<file path="src/verilog/aluOpsPkg.sv">
package aluOpsPkg;

	//////////////////////////////////////////////////
	// Lane data width
	//////////////////////////////////////////////////

	localparam int dataWidth = 16;

	//////////////////////////////////////////////////
	// Opcodes
	//////////////////////////////////////////////////

	// 13 to 15 have no operation behind them
	typedef enum logic [3:0]
	{
		addOp  = 4'd0,
		subOp  = 4'd1,
		cmpOp  = 4'd2,
		cmprOp = 4'd3,
		andOp  = 4'd4,
		orOp   = 4'd5,
		xorOp  = 4'd6,
		notOp  = 4'd7,
		lshOp  = 4'd8,
		rshOp  = 4'd9,
		arshOp = 4'd10,
		mulOp  = 4'd11,
		fmulOp = 4'd12
	} aluOpcode;

	//////////////////////////////////////////////////
	// Lane outputs
	//////////////////////////////////////////////////

	typedef struct packed
	{
		logic low;
		logic negative;
		logic zero;
	} laneFlags;

	// d only carries the low half of a full multiply
	typedef struct packed
	{
		logic [dataWidth-1:0] c;
		logic [dataWidth-1:0] d;
		laneFlags flags;
	} laneResult;

endpackage

</file>
<file path="src/verilog/vectorPkg.sv">
package vectorPkg;

	//////////////////////////////////////////////////
	// Vector shape
	//////////////////////////////////////////////////

	localparam int laneCount = 4;
	localparam int tagWidth = 4;

	typedef logic [aluOpsPkg::dataWidth-1:0] laneWord;

	//////////////////////////////////////////////////
	// B operand, read as a vector or as one scalar
	//////////////////////////////////////////////////

	typedef union packed
	{
		laneWord [laneCount-1:0] vector;
		struct packed
		{
			logic [(laneCount-1)*aluOpsPkg::dataWidth-1:0] pad;
			laneWord value;
		} scalar;
	} operandWord;

	//////////////////////////////////////////////////
	// Request, per-lane operation and response
	//////////////////////////////////////////////////

	typedef struct packed
	{
		aluOpsPkg::aluOpcode opcode;
		logic scalarB;
		logic [tagWidth-1:0] tag;
		laneWord [laneCount-1:0] a;
		operandWord b;
	} vectorRequest;

	// What a single lane sees after the B decode
	typedef struct packed
	{
		aluOpsPkg::aluOpcode opcode;
		laneWord a;
		laneWord b;
	} laneOp;

	typedef struct packed
	{
		logic [tagWidth-1:0] tag;
		laneWord [laneCount-1:0] c;
		laneWord [laneCount-1:0] d;
		aluOpsPkg::laneFlags [laneCount-1:0] flags;
		logic allZero;
		logic anyNegative;
	} vectorResponse;

endpackage

</file>
<file path="src/verilog/issueStage.sv">
`timescale 1ns/1ps

module issueStage
(
	input logic clk,
	input logic reset,
	input logic inValid,
	input vectorPkg::vectorRequest request,
	output logic issueValid,
	output logic [vectorPkg::tagWidth-1:0] issueTag,
	output vectorPkg::laneOp [vectorPkg::laneCount-1:0] laneOps
);

	import vectorPkg::*;

	laneOp [laneCount-1:0] nextOps;

	//////////////////////////////////////////////////
	// B operand decode
	//////////////////////////////////////////////////

	// Scalar mode broadcasts the low word to every lane
	always_comb
	begin
		for (int lane = 0; lane < laneCount; lane++)
		begin
			nextOps[lane].opcode = request.opcode;
			nextOps[lane].a = request.a[lane];
			if (request.scalarB)
			begin
				nextOps[lane].b = request.b.scalar.value;
			end
			else
			begin
				nextOps[lane].b = request.b.vector[lane];
			end
		end
	end

	//////////////////////////////////////////////////
	// Issue register
	//////////////////////////////////////////////////

	always_ff @(posedge clk)
	begin
		if (reset)
		begin
			issueValid <= 1'b0;
		end
		else
		begin
			issueValid <= inValid;
		end

		if (inValid)
		begin
			issueTag <= request.tag;
			laneOps <= nextOps;
		end
	end

endmodule

</file>
<file path="src/verilog/aluLane.sv">
`timescale 1ns/1ps

module aluLane
(
	input logic clk,
	input logic reset,
	input logic issueValid,
	input vectorPkg::laneOp op,
	output logic laneValid,
	output aluOpsPkg::laneResult result
);

	import aluOpsPkg::*;
	import vectorPkg::*;

	laneWord a;
	laneWord b;
	logic [2*dataWidth-1:0] product;
	logic signedLess;
	logic signedGreater;
	logic unsignedLess;
	logic unsignedGreater;
	logic operandsEqual;
	laneResult next;

	assign a = op.a;
	assign b = op.b;

	// Full unsigned product, shared by mulOp and fmulOp
	assign product = a * b;

	// Compare terms used by the flag rules
	assign signedLess = $signed(a) < $signed(b);
	assign signedGreater = $signed(b) < $signed(a);
	assign unsignedLess = a < b;
	assign unsignedGreater = b < a;
	assign operandsEqual = (a == b);

	//////////////////////////////////////////////////
	// Operation decode
	//////////////////////////////////////////////////

	always_comb
	begin
		next = '0;
		case (op.opcode)
			addOp:
			begin
				next.c = a + b;
				next.flags.low = signedLess;
				next.flags.negative = next.c[15];
				next.flags.zero = (next.c == '0);
			end
			subOp:
			begin
				next.c = a - b;
				next.flags.low = signedLess;
				next.flags.negative = next.c[15];
				next.flags.zero = operandsEqual;
			end
			// Compares leave c at zero and only set flags
			cmpOp:
			begin
				next.flags.low = unsignedLess;
				next.flags.negative = signedLess;
				next.flags.zero = operandsEqual;
			end
			cmprOp:
			begin
				next.flags.low = unsignedGreater;
				next.flags.negative = signedGreater;
				next.flags.zero = operandsEqual;
			end
			andOp:
			begin
				next.c = a & b;
				next.flags.low = unsignedLess;
				next.flags.negative = next.c[15];
				next.flags.zero = (next.c == '0);
			end
			orOp:
			begin
				next.c = a | b;
				next.flags.low = unsignedLess;
				next.flags.negative = next.c[15];
				next.flags.zero = (next.c == '0);
			end
			xorOp:
			begin
				next.c = a ^ b;
				next.flags.low = unsignedLess;
				next.flags.negative = next.c[15];
				next.flags.zero = (next.c == '0);
			end
			notOp:
			begin
				next.c = ~a;
				next.flags.negative = next.c[15];
				next.flags.zero = (next.c == '0);
			end
			// Shifts move b, amount from the low nibble of a
			lshOp:
			begin
				next.c = b << a[3:0];
				next.flags.zero = (next.c == '0);
			end
			rshOp:
			begin
				next.c = b >> a[3:0];
				next.flags.zero = (next.c == '0);
			end
			arshOp:
			begin
				next.c = $signed(b) >>> a[3:0];
				next.flags.zero = (next.c == '0);
			end
			mulOp:
			begin
				next.c = product[2*dataWidth-1:dataWidth];
				next.d = product[dataWidth-1:0];
				next.flags.zero = (next.c == '0);
			end
			// Fixed point multiply, Q2.14 style
			fmulOp:
			begin
				next.c = product[29:14];
				next.flags.zero = (next.c == '0);
			end
			default:
			begin
				next = '0;
			end
		endcase
	end

	//////////////////////////////////////////////////
	// Lane output register
	//////////////////////////////////////////////////

	always_ff @(posedge clk)
	begin
		if (reset)
		begin
			laneValid <= 1'b0;
		end
		else
		begin
			laneValid <= issueValid;
		end

		if (issueValid)
		begin
			result <= next;
		end
	end

endmodule

</file>
<file path="src/verilog/resultCollector.sv">
`timescale 1ns/1ps

module resultCollector
(
	input logic clk,
	input logic reset,
	input logic [vectorPkg::laneCount-1:0] laneValid,
	input aluOpsPkg::laneResult [vectorPkg::laneCount-1:0] laneResults,
	input logic [vectorPkg::tagWidth-1:0] issueTag,
	input logic issueValid,
	output logic outValid,
	output vectorPkg::vectorResponse response
);

	import vectorPkg::*;

	logic [tagWidth-1:0] laneTag;
	vectorResponse next;

	// Tag follows the lanes one stage behind issue
	always_ff @(posedge clk)
	begin
		if (issueValid)
		begin
			laneTag <= issueTag;
		end
	end

	//////////////////////////////////////////////////
	// Response assembly
	//////////////////////////////////////////////////

	always_comb
	begin
		next.tag = laneTag;
		next.allZero = 1'b1;
		next.anyNegative = 1'b0;
		for (int lane = 0; lane < laneCount; lane++)
		begin
			next.c[lane] = laneResults[lane].c;
			next.d[lane] = laneResults[lane].d;
			next.flags[lane] = laneResults[lane].flags;
			next.allZero = next.allZero & laneResults[lane].flags.zero;
			next.anyNegative = next.anyNegative | laneResults[lane].flags.negative;
		end
	end

	// Lanes run in lockstep, lane 0 stands for all
	always_ff @(posedge clk)
	begin
		if (reset)
		begin
			outValid <= 1'b0;
		end
		else
		begin
			outValid <= laneValid[0];
		end

		if (laneValid[0])
		begin
			response <= next;
		end
	end

endmodule

</file>
<file path="src/verilog/vectorAlu.sv">
`timescale 1ns/1ps

module vectorAlu
(
	input logic clk,
	input logic reset,
	input logic inValid,
	input vectorPkg::vectorRequest request,
	output logic outValid,
	output vectorPkg::vectorResponse response
);

	import aluOpsPkg::*;
	import vectorPkg::*;

	logic issueValid;
	logic [tagWidth-1:0] issueTag;
	laneOp [laneCount-1:0] laneOps;
	logic [laneCount-1:0] laneValid;
	laneResult [laneCount-1:0] laneResults;

	issueStage issue
	(
		.clk(clk),
		.reset(reset),
		.inValid(inValid),
		.request(request),
		.issueValid(issueValid),
		.issueTag(issueTag),
		.laneOps(laneOps)
	);

	//////////////////////////////////////////////////
	// ALU lanes
	//////////////////////////////////////////////////

	for (genvar lane = 0; lane < laneCount; lane++)
	begin : lanes
		aluLane alu
		(
			.clk(clk),
			.reset(reset),
			.issueValid(issueValid),
			.op(laneOps[lane]),
			.laneValid(laneValid[lane]),
			.result(laneResults[lane])
		);
	end

	resultCollector collector
	(
		.clk(clk),
		.reset(reset),
		.laneValid(laneValid),
		.laneResults(laneResults),
		.issueTag(issueTag),
		.issueValid(issueValid),
		.outValid(outValid),
		.response(response)
	);

endmodule

</file>
<file path="config.mk">
export PLATFORM = sky130hd
export DESIGN_NAME = vectorAlu
export DESIGN_NICKNAME = d
export VERILOG_FILES = /design/src/verilog/aluOpsPkg.sv /design/src/verilog/vectorPkg.sv /design/src/verilog/issueStage.sv /design/src/verilog/aluLane.sv /design/src/verilog/resultCollector.sv /design/src/verilog/vectorAlu.sv
export SDC_FILE = /design/constraint.sdc
export NUM_CORES = 2
export LEC_CHECK = 0
export ABC_AREA = 0
export BUFFER_PORTS_ARGS = -buffer_cell sky130_fd_sc_hd__buf_4
export CAP_MARGIN = 20
export CORE_UTILIZATION = 25
export DETAILED_ROUTE_END_ITERATION = 10
export SLEW_MARGIN = 10
export SYNTH_ARGS = -nofsm -noshare
export SYNTH_HDL_FRONTEND = slang
export SYNTH_HIERARCHICAL = 1
export SYNTH_SLANG_ARGS = --single-unit
</file>
<file path="constraint.sdc">
create_clock -name clk -period 7.5 [get_ports clk]
set_input_delay 2.25 -clock clk [delete_from_list [all_inputs] [get_ports clk]]
set_output_delay 2.25 -clock clk [all_outputs]
set_load 0.01 [all_outputs]
</file>
## After elaboration in Yosys (flattened, before gate mapping)

Index checks and enable logic that the tools add are counted.

| cells by class | value |
|---|---|
| $add $sub $neg | 8 |
| $mul | 4 |
| order comparisons | 16 |
| eq/ne operators | 16 |
| shift operators | 12 |
| multiplexer cells | 19 |
| bitwise gates (word level) | 22 |
| reduce and logical (&&, ||, !) cells | 44 |

Operator list:

| kind | number |
|---|---|
| 16-bit one-hot mux with 11 select lines | 4 |
| 16-bit logical NOT | 40 |
| 16-bit < comparator | 16 |
| 16-bit by 16-bit multiplier with 32-bit output | 4 |
| 16-bit adder | 4 |
| 16-bit bitwise AND | 4 |
| 16-bit == test | 4 |
| 16-bit inverter | 4 |
| 16-bit OR | 4 |
| 16-bit by 4-bit left shift with 16-bit output | 4 |
| 16-bit by 4-bit right shift with 16-bit output | 4 |
| 16-bit by 4-bit >>> shifter with 16-bit output | 4 |
| 16-bit subtractor | 4 |
| 16-bit XOR | 4 |
| 16-bit 2-to-1 mux | 3 |
| 1-bit one-hot mux with 11 select lines | 4 |
| 1-bit one-hot mux with 8 select lines | 4 |
| 4-bit == test (second input constant) | 5 |
| 4-bit by 3-bit == test with 1-bit output (second input constant) | 4 |
| 1-bit one-hot mux with 3 select lines | 4 |
| 4-bit by 2-bit == test with 1-bit output (second input constant) | 2 |
| 4-bit by 1-bit == test with 1-bit output (second input constant) | 1 |
| 4-bit logical NOT | 1 |
| 4-bit OR reduction | 1 |
| other kinds (4) | 8 |

| word-level totals | value |
|---|---|
| flip-flop bits (word level) | 429 |
| input port bits | 140 |
| output and inout bits | 147 |
| logic and storage cells | 198 |

## Logic depth before layout (Yosys ltp)

| depth | value |
|---|---|
| word-level depth | 3 |
| gate-level depth with buffers | 29 |
| depth with buffers taken out | 24 |

## Modules after synthesis

The synthesis kept the hierarchy.

By module, submodules not included:

| module | times used | cells an instance | area each (um2) | seq. area each (um2) |
|---|---|---|---|---|
| aluLane (lanes[0].alu) | 1 | 1790 | 14755.4 | 1071.0 |
| aluLane (lanes[1].alu) | 1 | 1751 | 14521.4 | 1071.0 |
| aluLane (lanes[2].alu) | 1 | 1790 | 14497.7 | 1071.0 |
| aluLane (lanes[3].alu) | 1 | 1772 | 14377.5 | 1071.0 |
| issueStage | 1 | 203 | 4859.7 | 4103.9 |
| resultCollector | 1 | 154 | 4546.9 | 4524.3 |

## Worst setup path after synthesis

OpenSTA, ideal clock, no wires.

| timing path | value |
|---|---|
| kind | flip-flop to flip-flop |
| from | register issue/laneOps[19] (netlist name) |
| to | register lanes[0].alu/result[31] (netlist name) (data pin) |
| library setup time | 0.280 ns |
| arrival time | 7.121 ns |
| data required time | 7.220 ns |
| path slack | 0.099 ns |
| stages on the path, launching flop included | 27 |
| buffers on the path | 5 |
| period minus slack after synthesis | 7.401 ns |
| cell sequence | edfxtp_1 clkbuf_1 inv_1 clkbuf_1 clkbuf_1 clkbuf_1 nor2_1 fa_1 inv_1 fa_1 inv_1 fa_1 fa_1 fa_1 inv_1 fa_1 inv_1 ha_1 clkbuf_1 a211o_1 a21oi_1 a21oi_1 a41o_1 a211o_1 a21oi_1 xor2_1 o221ai_1 |

RTL lines:

| what | line | text |
|---|---|---|
| to (signal assigned) | aluLane.sv:153 | `result <= next;` |
| to (decl) | aluLane.sv:10 | `output aluOpsPkg::laneResult result` |

==> metrics.cfg <==
[run_status]
status = finished, final reports clean

[critical_path]
worstPathCellList = ha_1 -> inv_1 -> fa_1 -> inv_1 -> fa_1 -> fa_1 -> fa_1 -> fa_1 -> ha_1 -> ha_1 -> a21oi_1 -> o21ai_0 -> a32oi_2 -> o21ai_2 -> a211oi_2 -> xnor2_2 -> a222oi_1 -> o211ai_1
end_kind = register
crit_start = issue/laneOps[118]$_DFFE_PP_
crit_required_ps = 7950
reg2reg_to = lanes[3].alu/result[34]$_DFFE_PP_
slowest_stage = a222oi_1
cp_max_fo = 8
crit_top_cell = fa_1
r2r_setup_slack_ps = 110
worstReg2RegStart = issue/laneOps[118]$_DFFE_PP_
critical_path_class = register to register
worst_r2r_path_depth = 18
startpoint_type = register
critPathArrivalTime_ps = 7840
crit_end = lanes[3].alu/result[34]$_DFFE_PP_
critical-path-max-stage-delay_ps = 810

[sta]
report.final.slew_viol_count = 0
setup_violations = 0
rsz0062_at_grt = true
slew_headroom = 0.227
setup_tns_ps = 0
fin_skew_ps = 62.3
tightest_slew_ps = 1150
timing.final.crit_share = 0.986
min_period_ps = 7390
hold_viol = 0
fmax_mhz = 135

[clock_tree]
clockBufferDepth = 3
cts_buffers = 60
cts_num_sinks = 429
clkSlewWorstSetupHoldPaths_ps = 60
clk_latency_ps = 780
postCtsHoldBufs = 0
cts_tree = done
cts-root-buf = clkbuf_16
htree_levels = 2

[floorplanning]
die_h_um = 522
core_um2 = 268000
die-width_um = 522
fp.dieArea_um2 = 272000
row_count = 190
io_pins = 287
start_util = 0.252

[drt]
vias_per_cell = 5.18
drtIter0Drc = 6391
ant_nets = 0
wire_per_inst_um = 25.6
drcViolationCount = 0
drt_pass1_iterations = 5
routed_wirelength_um = 292000
vias = 59200

[yosys]
synthesis.area_um2 = 67500
mappedNetlistNets = 9050
syn_area_per_cell_um2 = 9.05
synth_warnings = 6
syn-instance-count = 7454

[global_routing]
antenna_found_initial = 24
grt_remaining_overflow = 0
grt_first_pass_wirelength_um = 420000
grt_pass1_vias = 58600
grt_max_degree = 99
grt_usage = 0.211

[layout]
syn_to_final_growth_pct = 14.9
final_layout_size_suffix_gt1_frac = 0.139
stdcell_count = 11400
nFillCells = 28600
fin_util = 0.289
fin_nets = 9403

[placed_design]
globalplace.congestion = 1.04
portBuffers = 286
dpl.cell_count = 11300
detailed_place_hpwl_um = 235000

[flow_run]
drv_cap = 0

[hold_path]
hold_path_class = register to register

[placed cells by master (no fill, tap or decap), drive strengths merged, types with 52 or more instances in the layout]
master	instances
o22ai	66
clkbuf	70
nor3	98
edfxtp	426
xnor2	121
o21ai	250
a21oi	342
o211ai	74
nor2	773
a221oi	52
mux4	76
buf	710
nand2	860
ha	672
mux2	82
inv	1142
a21o	53
mux2i	77
nand4	67
nand3	70
a211oi	60
fa	784
[critical path: cells and delay by family (launching register included)]
family / cells / cell delay (ps)
xor gates and xnor gates: 1 / 200
DFF: 1 / 750
adders and majority gates: 8 / 3720
buffers and inverters: 2 / 260
AOI/OAI and AO/OA: 7 / 2130
[metrics by stage]
step                      setup WS, ps  hold slack (ps)  cell area [um2]
after floorplan                   99.3              400            67500
after global placement            -380              401            75400
after detailed placement          -281              405            75400
after CTS                         5.28              409            77400
after global routing             -58.9              415            77500
final                              108              392            77600
[sequential cells by signal (all words and copies together) (netlist names)]
name,flops
collector/response,146
lanes.alu/result,140
collector/laneTag,4
issue/issueTag,4
collector/outValid,1
lanes.alu/laneValid,1
issue/issueValid,1
issue/laneOps,132
[area by class of cell]
class	count	area (um2)	area share
Sequential cell	429	12900	0.166
Multi-Input combinational cell	5450	48500	0.626
Clock inverter	41	347	0.00447
Antenna cell	20	50.0	0.000645
Timing Repair Buffer	712	5420	0.0699
Inverter	1154	4340	0.0559
Clock buffer	69	1560	0.0201
Tap cell	3552	4440	0.0573
[how the worst min path moves through the flow]
stage,cells after the start,to,start,slack [ps]
3_3_place_gp,0,collector/response[78]$_DFFE_PP_,lanes[0].alu/result[19]$_DFFE_PP_,400
5_1_grt,0,collector/response[109]$_DFFE_PP_,lanes[1].alu/result[34]$_DFFE_PP_,410
3_5_place_dp,0,collector/laneTag[3]$_DFFE_PP_,issue/issueTag[3]$_DFFE_PP_,400
4_1_cts,0,collector/response[75]$_DFFE_PP_,lanes[3].alu/result[16]$_SDFFCE_PN0P_,410
6_report,0,collector/response[46]$_DFFE_PP_,lanes[2].alu/result[3]$_SDFFCE_PN0P_,390
2_1_floorplan,0,collector/laneTag[0]$_DFFE_PP_,issue/issueTag[0]$_DFFE_PP_,400
[layer usage]
| metal | GRT usage | share of wire |
|---|---|---|
| met1 | 0.273 | 0.41 |
| met2 | 0.325 | 0.44 |
| met3 | 0.0398 | 0.081 |
| met4 | 0.126 | 0.069 |
| met5 | 0 | 0.00020 |
[repair_timing]
item	4_1_cts	5_1_grt
pin swaps	1	3
gates resized for setup	1	12
setup endpoints to repair	1	6
endpoints found under the hold margin	0	0
buffers inserted	4	11
cloned	0	0
Power is not shown: default switching activity piles up to over one toggle a cycle in this logic, so the estimate is an artifact.
